`src/apu_consts.svh`:
```
// APU audio block constants
// Widths, peripheral address map, register offsets and CSR field positions

`ifndef APU_CONSTS_SVH
`define APU_CONSTS_SVH

// Datapath widths
`define APU_W_DATA            32
`define APU_W_ADDR            16
`define APU_W_SAMPLE          16
`define APU_FIFO_W_ADDR       2
`define APU_PWM_BITS          8

// 4 kB peripheral windows
`define APU_AOUT_BASE         16'ha000
`define APU_TIMER_BASE        16'hb000
`define APU_WINDOW_MASK       16'hf000

// AOUT register offsets
`define APU_AOUT_CSR          16'h0000
`define APU_AOUT_FIFO         16'h0004

// Timer register offsets
`define APU_TIMER_CTRL        16'h0000
`define APU_TIMER_COUNT       16'h0004
`define APU_TIMER_CMP         16'h0008
`define APU_TIMER_EN_BIT      0

// AOUT CSR fields
`define APU_CSR_ENABLE_BIT    0
`define APU_CSR_SIGNED_BIT    1
`define APU_CSR_RUNNING_BIT   2
`define APU_CSR_RDY_BIT       3
`define APU_CSR_FLEVEL_LSB    8
`define APU_CSR_FLEVEL_MSB    10
`define APU_CSR_IRQLEVEL_LSB  16
`define APU_CSR_IRQLEVEL_MSB  18
`define APU_CSR_INTERVAL_LSB  24
`define APU_CSR_INTERVAL_MSB  31

`endif

```
`src/apu_pkg.sv`:
```
// APU audio block shared types
// Bus, sample and PWM types used across the peripherals

`include "apu_consts.svh"

package apu_pkg;

    // Bus side
    typedef logic [`APU_W_DATA-1:0] bus_word_t;
    typedef logic [`APU_W_ADDR-1:0] bus_addr_t;
    typedef logic [1:0]             htrans_t;

    // Audio samples and FIFO occupancy (0 to depth inclusive)
    typedef logic [`APU_W_SAMPLE-1:0]  sample_t;
    typedef logic [`APU_FIFO_W_ADDR:0] fifo_level_t;

    // PWM duty and per-sample repeat count
    typedef logic [`APU_PWM_BITS-1:0] pwm_duty_t;
    typedef logic [`APU_CSR_INTERVAL_MSB-`APU_CSR_INTERVAL_LSB:0] interval_t;

    // PWM generator states
    typedef enum logic [0:0] {
        PWM_IDLE,
        PWM_PLAY
    } pwm_state_e;

endpackage

```
`src/apu_sample_fifo.sv`:
```
// Four-entry synchronous sample FIFO
// First-word-fall-through read port with occupancy count

`include "apu_consts.svh"

module apu_sample_fifo import apu_pkg::*; (
    input  logic        clk_sys,
    input  logic        rst_n_sram,
    input  logic        push,
    input  logic        pop,
    input  sample_t     wdata,
    output sample_t     rdata,
    output logic        full,
    output logic        empty,
    output fifo_level_t level
);

    localparam fifo_level_t DEPTH = fifo_level_t'(1 << `APU_FIFO_W_ADDR);

    sample_t                     mem [1 << `APU_FIFO_W_ADDR];
    logic [`APU_FIFO_W_ADDR-1:0] wptr;
    logic [`APU_FIFO_W_ADDR-1:0] rptr;
    logic                        do_push;
    logic                        do_pop;

    assign full    = level == DEPTH;
    assign empty   = level == '0;
    // Push to a full FIFO is lost
    assign do_push = push && !full;
    assign do_pop  = pop && !empty;

    always_ff @(posedge clk_sys or negedge rst_n_sram) begin
        if (!rst_n_sram) begin
            wptr  <= '0;
            rptr  <= '0;
            level <= '0;
        end else begin
            if (do_push) begin
                wptr <= wptr + 1'b1;
            end
            if (do_pop) begin
                rptr <= rptr + 1'b1;
            end
            if (do_push && !do_pop) begin
                level <= level + 1'b1;
            end else if (do_pop && !do_push) begin
                level <= level - 1'b1;
            end
        end
    end

    always_ff @(posedge clk_sys) begin
        if (do_push) begin
            mem[wptr] <= wdata;
        end
    end

    assign rdata = mem[rptr];

endmodule

```
`src/apu_pwm_out.sv`:
```
// PWM audio output stage
// Plays each FIFO sample for interval+1 periods of 256 cycles

`include "apu_consts.svh"

module apu_pwm_out import apu_pkg::*; (
    input  logic      clk_sys,
    input  logic      rst_n_sram,
    input  logic      en,
    input  interval_t interval,
    input  sample_t   sample,
    input  logic      empty,
    output logic      pop,
    output logic      running,
    output logic      pwm
);

    localparam pwm_duty_t MIDSCALE = pwm_duty_t'(1 << (`APU_PWM_BITS - 1));

    pwm_state_e state;
    pwm_duty_t  period_ctr;
    interval_t  repeat_left;
    pwm_duty_t  duty;
    pwm_duty_t  next_duty;
    logic       period_end;
    logic       boundary;

    // Top bits of the signed sample, offset to binary
    assign next_duty  = sample[`APU_W_SAMPLE-1 -: `APU_PWM_BITS] ^ MIDSCALE;
    assign period_end = period_ctr == '1;
    assign boundary   = state == PWM_PLAY && period_end && en && repeat_left == '0;

    assign pop     = !empty && ((state == PWM_IDLE && en) || boundary);
    assign running = state == PWM_PLAY;
    assign pwm     = running && period_ctr < duty;

    always_ff @(posedge clk_sys or negedge rst_n_sram) begin
        if (!rst_n_sram) begin
            state       <= PWM_IDLE;
            period_ctr  <= '0;
            repeat_left <= '0;
            duty        <= MIDSCALE;
        end else begin
            case (state)
                PWM_IDLE: begin
                    if (en) begin
                        state       <= PWM_PLAY;
                        period_ctr  <= '0;
                        repeat_left <= interval;
                        duty        <= empty ? MIDSCALE : next_duty;
                    end
                end
                PWM_PLAY: begin
                    period_ctr <= period_ctr + 1'b1;
                    if (period_end) begin
                        // Stop only at the end of a whole period
                        if (!en) begin
                            state <= PWM_IDLE;
                        end else if (repeat_left == '0) begin
                            repeat_left <= interval;
                            // Underrun holds the previous duty
                            if (!empty) begin
                                duty <= next_duty;
                            end
                        end else begin
                            repeat_left <= repeat_left - 1'b1;
                        end
                    end
                end
                default: state <= PWM_IDLE;
            endcase
        end
    end

endmodule

```
`src/apu_aout.sv`:
```
// AOUT peripheral
// CSR and sample FIFO registers, level interrupt, FIFO and PWM output stage

`include "apu_consts.svh"

module apu_aout import apu_pkg::*; (
    input  logic      clk_sys,
    input  logic      rst_n_sram,
    input  bus_addr_t reg_addr,
    input  logic      wen,
    input  bus_word_t wdata,
    output bus_word_t rdata,
    output logic      audio,
    output logic      irq
);

    logic        enable;
    logic        csr_signed;
    fifo_level_t irqlevel;
    interval_t   interval;
    logic        running;

    logic        push;
    sample_t     push_data;
    logic        pop;
    sample_t     fifo_rdata;
    logic        fifo_full;
    logic        fifo_empty;
    fifo_level_t fifo_level;

    // ----------------------------------------------------------------------
    // Registers

    always_ff @(posedge clk_sys or negedge rst_n_sram) begin
        if (!rst_n_sram) begin
            enable     <= 1'b0;
            csr_signed <= 1'b0;
            irqlevel   <= '0;
            interval   <= '0;
        end else if (wen && reg_addr == `APU_AOUT_CSR) begin
            enable     <= wdata[`APU_CSR_ENABLE_BIT];
            csr_signed <= wdata[`APU_CSR_SIGNED_BIT];
            irqlevel   <= wdata[`APU_CSR_IRQLEVEL_MSB:`APU_CSR_IRQLEVEL_LSB];
            interval   <= wdata[`APU_CSR_INTERVAL_MSB:`APU_CSR_INTERVAL_LSB];
        end
    end

    always_comb begin
        rdata = '0;
        if (reg_addr == `APU_AOUT_CSR) begin
            rdata[`APU_CSR_ENABLE_BIT]  = enable;
            rdata[`APU_CSR_SIGNED_BIT]  = csr_signed;
            rdata[`APU_CSR_RUNNING_BIT] = running;
            rdata[`APU_CSR_RDY_BIT]     = !fifo_full;
            rdata[`APU_CSR_FLEVEL_MSB:`APU_CSR_FLEVEL_LSB]     = fifo_level;
            rdata[`APU_CSR_IRQLEVEL_MSB:`APU_CSR_IRQLEVEL_LSB] = irqlevel;
            rdata[`APU_CSR_INTERVAL_MSB:`APU_CSR_INTERVAL_LSB] = interval;
        end
    end

    // Unsigned input is moved to two's complement by flipping the MSB
    assign push      = wen && reg_addr == `APU_AOUT_FIFO;
    assign push_data = wdata[`APU_W_SAMPLE-1:0] ^ {!csr_signed, {(`APU_W_SAMPLE-1){1'b0}}};

    assign irq = fifo_level <= irqlevel;

    // ----------------------------------------------------------------------
    // Sample FIFO and PWM

    apu_sample_fifo fifo_u (
        .clk_sys (clk_sys), .rst_n_sram (rst_n_sram),
        .push    (push),    .pop        (pop),
        .wdata   (push_data), .rdata    (fifo_rdata),
        .full    (fifo_full), .empty    (fifo_empty),
        .level   (fifo_level)
    );

    apu_pwm_out pwm_u (
        .clk_sys  (clk_sys),    .rst_n_sram (rst_n_sram),
        .en       (enable),     .interval   (interval),
        .sample   (fifo_rdata), .empty      (fifo_empty),
        .pop      (pop),        .running    (running),
        .pwm      (audio)
    );

endmodule

```
`src/apu_timer.sv`:
```
// APU compare timer
// Free-running 32-bit counter with compare register and level interrupt

`include "apu_consts.svh"

module apu_timer import apu_pkg::*; (
    input  logic      clk_sys,
    input  logic      rst_n_sram,
    input  bus_addr_t reg_addr,
    input  logic      wen,
    input  bus_word_t wdata,
    output bus_word_t rdata,
    output logic      irq
);

    logic      enable;
    bus_word_t count;
    bus_word_t compare;
    logic      wr_ctrl;
    logic      wr_count;
    logic      wr_cmp;

    assign wr_ctrl  = wen && reg_addr == `APU_TIMER_CTRL;
    assign wr_count = wen && reg_addr == `APU_TIMER_COUNT;
    assign wr_cmp   = wen && reg_addr == `APU_TIMER_CMP;

    always_ff @(posedge clk_sys or negedge rst_n_sram) begin
        if (!rst_n_sram) begin
            enable  <= 1'b0;
            count   <= '0;
            compare <= '1;
        end else begin
            if (wr_ctrl) begin
                enable <= wdata[`APU_TIMER_EN_BIT];
            end
            if (wr_cmp) begin
                compare <= wdata;
            end
            // Software write wins over the increment
            if (wr_count) begin
                count <= wdata;
            end else if (enable) begin
                count <= count + 1'b1;
            end
        end
    end

    always_comb begin
        rdata = '0;
        case (reg_addr)
            `APU_TIMER_CTRL:  rdata[`APU_TIMER_EN_BIT] = enable;
            `APU_TIMER_COUNT: rdata = count;
            `APU_TIMER_CMP:   rdata = compare;
            default:          rdata = '0;
        endcase
    end

    assign irq = enable && count >= compare;

endmodule

```
`src/apu_ahbl_port.sv`:
```
// AHB-Lite slave port for the APU peripherals
// Captures the address phase, decodes the windows and drives data-phase strobes

`include "apu_consts.svh"

module apu_ahbl_port import apu_pkg::*; (
    input  logic      clk_sys,
    input  logic      rst_n_sram,

    input  bus_addr_t haddr,
    input  logic      hwrite,
    input  htrans_t   htrans,
    input  logic      hready,
    output bus_word_t hrdata,

    output bus_addr_t reg_addr,
    output logic      aout_wen,
    output logic      timer_wen,
    input  bus_word_t aout_rdata,
    input  bus_word_t timer_rdata
);

    logic accept;
    logic hit_aout;
    logic hit_timer;
    logic aout_sel;
    logic timer_sel;
    logic dphase_write;

    // NONSEQ or SEQ with the bus ready
    assign accept    = hready && htrans[1];
    assign hit_aout  = (haddr & `APU_WINDOW_MASK) == `APU_AOUT_BASE;
    assign hit_timer = (haddr & `APU_WINDOW_MASK) == `APU_TIMER_BASE;

    // ----------------------------------------------------------------------
    // Address phase capture

    always_ff @(posedge clk_sys or negedge rst_n_sram) begin
        if (!rst_n_sram) begin
            aout_sel     <= 1'b0;
            timer_sel    <= 1'b0;
            dphase_write <= 1'b0;
        end else begin
            // Slave never stalls so every data phase lasts exactly one cycle
            aout_sel     <= accept && hit_aout;
            timer_sel    <= accept && hit_timer;
            dphase_write <= accept && hwrite;
        end
    end

    // Word offset within the window
    always_ff @(posedge clk_sys) begin
        if (accept) begin
            reg_addr <= haddr & ~(`APU_WINDOW_MASK | 16'h0003);
        end
    end

    // ----------------------------------------------------------------------
    // Data phase

    assign aout_wen  = aout_sel && dphase_write;
    assign timer_wen = timer_sel && dphase_write;

    // Unmapped space and write data phases return zero
    always_comb begin
        hrdata = '0;
        if (!dphase_write) begin
            if (aout_sel) begin
                hrdata = aout_rdata;
            end else if (timer_sel) begin
                hrdata = timer_rdata;
            end
        end
    end

endmodule

```
`src/apu_audio_top.sv`:
```
// APU audio output block
// AHB-Lite slave port with the AOUT PWM peripheral and the compare timer

module apu_audio_top import apu_pkg::*; (
    input  logic      clk_sys,
    input  logic      rst_n_sram,

    input  bus_addr_t haddr,
    input  logic      hwrite,
    input  htrans_t   htrans,
    input  bus_word_t hwdata,
    input  logic      hready,
    output bus_word_t hrdata,

    output logic      audio,
    output logic      irq_apu_aout,
    output logic      irq_apu_timer
);

    bus_addr_t reg_addr;
    logic      aout_wen;
    logic      timer_wen;
    bus_word_t aout_rdata;
    bus_word_t timer_rdata;

    // ----------------------------------------------------------------------
    // Bus port

    apu_ahbl_port port_u (
        .clk_sys     (clk_sys),
        .rst_n_sram  (rst_n_sram),
        .haddr       (haddr),
        .hwrite      (hwrite),
        .htrans      (htrans),
        .hready      (hready),
        .hrdata      (hrdata),
        .reg_addr    (reg_addr),
        .aout_wen    (aout_wen),
        .timer_wen   (timer_wen),
        .aout_rdata  (aout_rdata),
        .timer_rdata (timer_rdata)
    );

    // ----------------------------------------------------------------------
    // Peripherals

    // Write data is valid in the data phase and goes straight through
    apu_aout aout_u (
        .clk_sys    (clk_sys),
        .rst_n_sram (rst_n_sram),
        .reg_addr   (reg_addr),
        .wen        (aout_wen),
        .wdata      (hwdata),
        .rdata      (aout_rdata),
        .audio      (audio),
        .irq        (irq_apu_aout)
    );

    apu_timer timer_u (
        .clk_sys    (clk_sys),
        .rst_n_sram (rst_n_sram),
        .reg_addr   (reg_addr),
        .wen        (timer_wen),
        .wdata      (hwdata),
        .rdata      (timer_rdata),
        .irq        (irq_apu_timer)
    );

endmodule

```
`config.mk`:
```
export PLATFORM = sky130hd
export DESIGN_NAME = apu_audio_top
export DESIGN_NICKNAME = d
export VERILOG_FILES = /design/src/apu_pkg.sv /design/src/apu_sample_fifo.sv /design/src/apu_pwm_out.sv /design/src/apu_aout.sv /design/src/apu_timer.sv /design/src/apu_ahbl_port.sv /design/src/apu_audio_top.sv
export VERILOG_INCLUDE_DIRS = /design/src /design/src/src
export SDC_FILE = /design/constraint.sdc
export NUM_CORES = 1
export LEC_CHECK = 0
export BUFFER_PORTS_ARGS = -buffer_cell sky130_fd_sc_hd__buf_2
export CAP_MARGIN = 15
export CELL_PAD_IN_SITES_DETAIL_PLACEMENT = 2
export CELL_PAD_IN_SITES_GLOBAL_PLACEMENT = 2
export CORE_MARGIN = 2
export CORE_UTILIZATION = 30
export CTS_CLUSTER_SIZE = 10
export DETAILED_ROUTE_END_ITERATION = 12
export GPL_TIMING_DRIVEN = 0
export PLACE_DENSITY = 0.67
export SETUP_SLACK_MARGIN = 0.5
export SYNTH_ARGS = -nofsm -noshare
export SYNTH_HDL_FRONTEND = slang
export SYNTH_SLANG_ARGS = --single-unit
```
`constraint.sdc`:
```
create_clock -name clk_sys -period 3.1 [get_ports clk_sys]
set_input_delay 0 -clock clk_sys [delete_from_list [all_inputs] [get_ports clk_sys]]
set_output_delay 0 -clock clk_sys [all_outputs]
set_load 0.01 [all_outputs]
```
; ---- Yosys cells after proc, flatten, opt, wreduce, memory -nomap -nowiden
; Memories as Yosys holds them, arrays and structs flattened.
; Index checks and enable logic that the tools add are counted.
[totals]
reg_bits = 123
latchBits = 0
ram_bits = 64
mem_bits_ro = 0
inputBits = 54
output_inout_bits = 35
wordCells = 110
mem_count = 1
[op_classes]
addsub = 7
multipliers = 0
n_div = 0
n_lt_le_gt_ge = 3
n_eq_ne = 11
shift = 0
mux = 32
bitwise = 3
reduce_logical = 35
[memory_table]
columns = memory, words, width, read_ports, rd_ports_with_merged_regs, wr, line
row1 = aout_u.fifo_u.mem, 4, 16, 1, 0, 1, apu_sample_fifo.sv:20  ; sample_t mem [1 << `APU_FIFO_W_ADDR];
[op_table]
columns = cell, n
row1 = 32-bit two-way mux, 5
row2 = 8-bit two-way mux, 12
row3 = 31-bit one-hot mux with 2 select lines, 1
row4 = 8-bit one-hot mux with 2 select lines, 3
row5 = 32-bit by 1-bit adder with 32-bit output (second input constant), 1
row6 = 32-bit >= comparator, 1
row7 = 1-bit logical AND, 22
row8 = 16-bit zero test, 1
row9 = 16-bit XOR, 1
row10 = 3-bit two-way mux, 4
row11 = 10-bit by 1-bit equality test with 1-bit output (second input constant), 1
row12 = 10-bit by 2-bit equality test with 1-bit output (second input constant), 1
row13 = 8-bit by 1-bit adder with 8-bit output (second input constant), 1
row14 = 4-bit equality test (second input constant), 2
row15 = 8-bit equality test (second input constant), 1
row16 = 8-bit zero test, 1
row17 = 8-bit less-than comparator, 1
row18 = 2-bit by 1-bit inequality test with 1-bit output (second input constant), 4
row19 = 8-bit by 1-bit subtractor with 8-bit output (second input constant), 1
row20 = 1-bit zero test, 5
row21 = 5-bit AND reduction, 1
row22 = 2-bit by 1-bit adder with 2-bit output (second input constant), 2
row23 = 1-bit two-way mux, 4
row24 = 4-bit two-way mux, 1
row25 = other kinds (12), 14

; ---- Logic depth before layout (Yosys ltp)
; Gate-level depths: netlist of run 1.
[depth]
word_depth = 10
depth_mapped = 12
depth_no_buf = 12

; ---- Modules after synthesis
; Synthesis of run 1 repeated with hierarchy kept, for this count alone.
[hier_totals]
cells_unflattened = 869
hier_area_um2 = 10408.7
[modules_own_cells]
columns = mod, n_inst, cells_each, area_each_um2, seq_area_each_um2
row1 = apu_timer, 1, 439, 4277.9, 1666.6
row2 = apu_sample_fifo, 1, 120, 2778.9, 2097.0
row3 = apu_pwm_out, 1, 154, 1525.2, 626.9
row4 = apu_aout, 1, 81, 915.9, 325.3
row5 = apu_ahbl_port, 1, 75, 910.9, 375.4

; ---- Least setup slack after synthesis of run 1
; No wires, ideal clock.
[synth_timing]
kind = reg2reg
start = register port_u.reg_addr[7]
end = register aout_u.fifo_u.level[2]
arrival_ps = 2755
required_ps = 3021
path_slack_ps = 266
stages_incl_launch_ff = 12
n_path_buf = 2
synth_period_minus_slack_ps = 2834
path_cell_list = edfxtp_1 -> or4_4 -> buf_6 -> nor4b_4 -> and4_1 -> buf_2 -> ha_1 -> inv_1 -> fa_1 -> xor2_1 -> nor2_1 -> xor2_1
[synth_between]
elab_chain_len = 6
[synth_rtl]
columns = element, line
row1 = start: declaration, apu_ahbl_port.sv:16  ; output bus_addr_t reg_addr,
row2 = start signal: assignment, apu_ahbl_port.sv:54  ; reg_addr <= haddr & ~(`APU_WINDOW_MASK | 16'h0003);
row3 = 10-bit by 1-bit equality test with 1-bit output (no source line) (*), n/a
row4 = 1-bit logical AND (no source line) (*), n/a
row5 = 1-bit logical AND (*), apu_sample_fifo.sv:29  ; assign do_push = push && !full;
row6 = named net aout_u.fifo_u.do_push, apu_sample_fifo.sv:23  ; logic do_push;
row7 = 1-bit zero test, apu_sample_fifo.sv:46  ; end else if (do_pop && !do_push) begin
row8 = 1-bit logical AND, apu_sample_fifo.sv:46
row9 = 2-bit nonzero test (no source line), n/a
row10 = end signal: assignment, apu_sample_fifo.sv:45  ; level <= level + 1'b1;
row11 = end signal: assignment, apu_sample_fifo.sv:47  ; level <= level - 1'b1;
row12 = end: declaration, apu_sample_fifo.sv:15  ; output fifo_level_t level
; The timed path passes the listed nets; every way through them passes the cells marked *.
; A chain may end at the register's enable or synchronous reset.

; ---- Final worst setup path of run 1
[layout_timing]
start = register port_u.reg_addr[6]
end = register aout_u.fifo_u.level[2]
; Same word-level chain as after synthesis.

==> reports/metrics.yaml, run 1 <==
status: "complete, but fails checks"
violations: "negative hold slack"
wire_per_inst_um: 21.0
first_iter_violations: 263
synth_edf_count: 42
initial_core_util: 0.303
finalWorstSetupSlack_ns: 0.297
period_share: 0.904
dp_worst_setup_slack_ns: -0.108
area_delta_synth_final_pct: 32.5
cts_root_buffer: "clkbuf_16"
dp_cells: 1275
startpoint_type: "flip-flop"
wirelength_um: 29100
rsz0062_at_grt: "yes"
grt_pass1_wl_um: 45400
clk_latency_ns: 0.46
synth_nets: 911
reg2reg_depth: 12
synth_top_cell_by_area: "dfrtp_1"
die-width_um: 174
p_per_area_nw_per_um2: 497
ys_top_cells_by_count: "dfrtp_1 (80), inv_1 (73), nand2_1 (66)"
cts_tree: "built"
antenna_found_initial: 0
yosysTopAreaCellShare: 0.231
fin_cells: 1389
finClkSkew_ns: 0.0214
die_h_um: 174
vias_per_cell: 5.04
drc: 0
yosysSeqAreaShare: 0.477
drive_above_1_share: 0.304
via_count: 6996
setup_viol: 0
placementRows: 62
multi_input_area_um2: 4310
cts_buffer_depth: 2
die_area_um2: 30200
dr.pass1.iters: 6
ys_ff_latch: 155
worst_pin_slew_ns: 0.827
fin_hold_ws_ns: -0.00620
drv_cap: 0
numPortBuffers: 85
leakagePower_nw: 5.02
post-route-util: 0.402
cts_max_level: 4
stdcell_area_um2: 11500
grt_max_degree: 88
finalMaxSlewViolations: 0
fp.coreArea_um2: 28500
crit_required_ns: 3.47
cp_data_arrival_time_ns: 3.17
path_max_fanout: 5
synth.most_common_cell: "dfrtp_1"
final_nets: 1098
synth_area_leaders: "dfrtp_1 (23%), edfxtp_1 (15%), dfstp_2 (10%)"
clk_pin_slew_ns: 0.08
synthArstFlopShare: 0.729
critical_path_class: "reg -> reg"
startpoint: "port_u.reg_addr[6]"
timing.final.crit_period_ns: 2.80
grtUsageTotal: 0.195
overflow: 0
synth_ff_type: "dfrtp_1"
syn_area_um2: 8660
grt_pass1_vias: 7864
fillerInstances: 3089
boundaryPins: 89
avgSynthCellArea_um2: 10.8
worstHoldPathType: "in -> async"
yosysWarnings: 0
antenna_cells: 0
hold_viol: 9
peakVddDrop_uv: 222
numCtsBuffers: 17
endpoint_kind: "flip-flop"
final_antenna_net_count: 0
clock.fmax_mhz: 357
slew_headroom: 0.449
placed_cell_area_um2: 9630
cts.sinks: 155
fin_tns_setup_ns: 0
synth_cells: 805
rr_startpoint: "port_u.reg_addr[6]"
ys_types: 66
dp_hpwl_um: 19600
place_congestion: 0.775
regArea_um2: 4130
[critical path, cell delays in order, from the launching register on]
cell	delay, ns
edfxtp_1	0.38
or4_4	0.52
buf_6	0.14
nor4b_4	0.26
buf_6	0.16
and4_4	0.23
buf_6	0.11
ha_4	0.13
inv_2	0.04
fa_2	0.33
xor2_1	0.15
nor2_1	0.12
xor2_1	0.16
[final cells by class]
cell class | instances | area share
Inverter | 73 | 0.0239
Timing Repair Buffer | 168 | 0.120
Clock inverter | 15 | 0.0113
Multi-Input combinational cell | 540 | 0.376
Buffer | 37 | 0.0299
Clock buffer | 17 | 0.0371
Tap cell | 384 | 0.0419
Sequential cell | 155 | 0.360
[registers in the layout, summed over array words and instances (netlist names), 2 cells and up]
| register | cells |
|---|---|
| aout_u.interval | 8 |
| timer_u.count | 32 |
| aout_u.pwm_u.repeat_left | 8 |
| aout_u.fifo_u.mem | 32 |
| aout_u.fifo_u.rptr | 2 |
| aout_u.fifo_u.wptr | 2 |
| aout_u.pwm_u.duty | 8 |
| aout_u.irqlevel | 3 |
| aout_u.fifo_u.level | 3 |
| timer_u.compare | 32 |
| port_u.reg_addr | 10 |
| aout_u.pwm_u.period_ctr | 8 |
[path summary, 6_finish.rpt]
kind / endpoint / slack (ns)
worst max-delay path: aout_u.fifo_u.level[2] / 0.30
worst min-delay path: aout_u.pwm_u.period_ctr[6] / -0.006
worst max register to register: aout_u.fifo_u.level[2] / 0.30
worst min register to register: aout_u.pwm_u.duty[5] / 0.49
max in group asynchronous: timer_u.count[0] / 2.31
min in group clk_sys: port_u.reg_addr[2] / 0.19
[kinds of logic after synthesis]
| kind of cell | share of synthesized area |
|---|---|
| AND/OR/NAND/NOR | 0.140 |
| multiplexers | 0.103 |
| adder cells (fa/ha/maj) | 0.0760 |
| buffers and inverters | 0.0558 |
| XOR/XNOR | 0.0374 |
| flip-flops | 0.477 |
| AO/OA/AOI/OAI | 0.111 |
[cell usage in the layout (no fill, tap or decap), types with 29 or more instances in the layout]
cell type	netlist	routed
inv_1	73	71
a21oi_1	53	53
dfrtp_1	80	79
buf_2	8	78
ha_1	51	48
o21ai_0	29	29
nand2_1	66	66
buf_6	7	30
nor2_1	63	61
dfstp_2	33	33
edfxtp_1	42	42
dlygate4sd3_1	0	49
[what timing repair did]
item,CTS,global route
gates resized for setup,64,43
pin swaps,22,16
cloned,2,3
setup buffers,25,3
hold buffers,49,0
setup endpoints to repair,99,90
endpoints found under the hold margin,205,0
[per-layer routing]
metal	routed length, um	up-vias	share of wire	GRT usage
met5	0	-	0	0
met4	526	0	0.018	0.0641
met3	645	29	0.022	0.0287
met2	15200	104	0.52	0.345
met1	12800	3598	0.44	0.243
li1	-	3265	-	-
[metrics by stage]
stage | hold slack [ns] | power, mW
floorplan | -0.296 | 3.13
global placement | 0.171 | 3.46
detailed placement | -0.104 | 3.52
CTS | 0.00192 | 5.73
global route | 0.00851 | 6.02
finish | -0.00620 | 5.70
[power breakdown]
group	switching, mW	internal [mW]	total (mW)
combinational	0.540	0.498	1.04
sequential	0.301	2.31	2.61
clock	1.00	1.06	2.06
total	1.84	3.86	5.70
Power figures use the tool's default switching activity.
==> run 2: changes to the inputs <==
--- a/config.mk
+++ b/config.mk
@@ -6,10 +6,12 @@
 export SDC_FILE = /design/constraint.sdc
 export NUM_CORES = 1
 export LEC_CHECK = 0
+export ABC_CLOCK_PERIOD_IN_PS = 3100
 export BUFFER_PORTS_ARGS = -buffer_cell sky130_fd_sc_hd__buf_2
 export CAP_MARGIN = 15
 export CELL_PAD_IN_SITES_DETAIL_PLACEMENT = 2
 export CELL_PAD_IN_SITES_GLOBAL_PLACEMENT = 2
+export CORE_ASPECT_RATIO = 0.8
 export CORE_MARGIN = 2
 export CORE_UTILIZATION = 30
 export CTS_CLUSTER_SIZE = 10
==> reports/metrics.yaml, run 2 (same netlist as run 1, synthesis figures left out) <==
clock.fmax_mhz: 351
r2r_setup_slack_ns: 0.28
cpPeakStageDelay_ns: 0.53
p_switching_mw: 1.91
area_delta_synth_final_pct: 31.7
final_antenna_net_count: 0
met3_usage: 0.0361
endpoint_kind: "output port"
p_per_area_nw_per_um2: 510
final_common_cell: "buf_2"
numPortBuffers: 85
drc: 0
wirelength_um: 29800
leakagePower_nw: 5.00
overflow: 0
slew_headroom: 0.461
fp.coreArea_um2: 28400
slowest_stage: "or4_4"
setup_viol: 0
p_comb_frac: 0.184
startpoint_type: "flip-flop"
p_sw_frac: 0.329
grtUsageTotal: 0.201
largestRegisters: "aout_u.fifo_u.mem (32), timer_u.compare (32), timer_u.count (32)"
final_nets: 1095
crit_chain: "or4_4 -> buf_6 -> nor4b_4 -> buf_4 -> and3_4 -> buf_12 -> buf_12 -> a221o_1 -> buf_2"
power.internal_mw: 3.90
post-route-util: 0.402
worst_pin_slew_ns: 0.809
wire_per_inst_um: 21.8
initial_core_util: 0.305
die_area_um2: 30300
cts_max_level: 4
cts_tree: "built"
cp_data_arrival_time_ns: 2.85
crit_required_ns: 3.10
boundaryPins: 89
critical_path_class: "reg -> out"
die_h_um: 156
use_met1: 0.277
cts_root_buffer: "clkbuf_16"
hold_viol: 0
seqPwrFrac: 0.447
peakVddDrop_uv: 398
dr.pass1.iters: 6
drv_cap: 0
met2_usage: 0.328
clk_pin_slew_ns: 0.08
worstHoldPathType: "in -> async"
antenna_cells: 0
placementRows: 55
grt_pass1_vias: 7644
finalMaxSlewViolations: 0
grt_busiest_layer: "met2"
reg2reg_depth: 11
first_iter_violations: 401
cts.sinks: 155
vias_per_cell: 5.13
grt_pass1_wl_um: 46200
via_count: 7040
numCtsBuffers: 17
place_congestion: 0.762
rsz0062_at_grt: "yes"
final_cell_mix: "buf_2 (81), dfrtp_1 (79), inv_1 (71)"
drive_above_1_share: 0.311
finClkSkew_ns: 0.0132
timing.final.crit_period_ns: 2.85
clock_power_share: 0.369
period_share: 0.918
clk_latency_ns: 0.45
antenna_found_initial: 0
cpMostUsedCell: "buf_12"
status: "completed"
fin_tns_setup_ns: 0
cts_buffer_depth: 2
grt_max_degree: 70
dp_hpwl_um: 20400
die-width_um: 194
path_max_fanout: 8
## run 2: cell count changes in the layout (fill, tap and decap cells not counted), moves of 3 or more
cell      delta
buf_4        +8
a22oi_1      -3
nor2_2       +3
nor2_1       -3
buf_8        +7
buf_2        +3
clkinv_4     -4
a22oi_2      +3
buf_6       -14
clkinv_8     +3
## run 2: metrics by stage
step | cells | instance area (um2) | hold slack, ns | power, mW | setup slack [ns]
finish | 1372 | 11400 | 0.0491 | 5.81 | 0.255
global placement | 1260 | 9580 | 0.177 | 3.45 | -0.0566
detailed placement | 1261 | 9610 | -0.0291 | 3.51 | -0.106
floorplan | 805 | 8690 | -0.296 | 3.13 | 0.373
global route | 1372 | 11400 | 0.0719 | 6.13 | 0.173
CTS | 1363 | 11200 | 0.0460 | 5.85 | 0.274
## run 2: worst paths after layout
| kind | startpoint | endpoint |
|---|---|---|
| hold reg to reg | aout_u.pwm_u.duty[3] | aout_u.pwm_u.duty[3] |
| min in group clk_sys | htrans[1] | port_u.reg_addr[7] |
| setup / recovery | port_u.reg_addr[6] | hrdata[0] |
| hold / removal | rst_n_sram | aout_u.pwm_u.period_ctr[7] |
| max in group asynchronous | rst_n_sram | timer_u.compare[8] |
| setup reg to reg | port_u.reg_addr[6] | aout_u.fifo_u.level[2] |
## run 2: final cells by class
| class | count | area (um2) |
|---|---|---|
| Clock inverter | 15 | 164 |
| Tap cell | 370 | 463 |
| Multi-Input combinational cell | 540 | 4320 |
| Buffer | 37 | 353 |
| Timing Repair Buffer | 165 | 1270 |
| Clock buffer | 17 | 425 |
| Sequential cell | 155 | 4130 |
| Fill cell | 3008 | 17000 |
| Inverter | 73 | 274 |
## run 2: metal layers
metal,share of wire,vias up
met4,0.0088,0
met3,0.031,22
met5,0,-
li1,-,3273
met1,0.48,3638
met2,0.48,107
## run 2: repair_timing
| action | CTS | global route |
|---|---|---|
| setup buffers | 19 | 9 |
| cloned | 2 | 0 |
| gates resized for setup | 81 | 29 |
| hold buffers | 49 | 0 |
| endpoints found under the hold margin | 208 | 0 |
| pin swaps | 33 | 13 |
| endpoints found under the setup margin | 104 | 126 |
## run 2: critical path: cells and delay by family (launching register included)
kind	cells	cell delay (ns)
buffers and inverters	5	0.75
DFF	1	0.39
and+or+nand+nor	3	1.05
AOI/OAI and AO/OA	1	0.20
## run 2: power by group through the flow
stage	clock network, mW	registers (mW)	logic [mW]
after floorplan	0	2.53	0.598
after global placement	0	2.62	0.829
after detailed placement	0	2.62	0.891
after CTS	2.20	2.59	1.06
after global routing	2.29	2.64	1.20
final	2.14	2.60	1.07
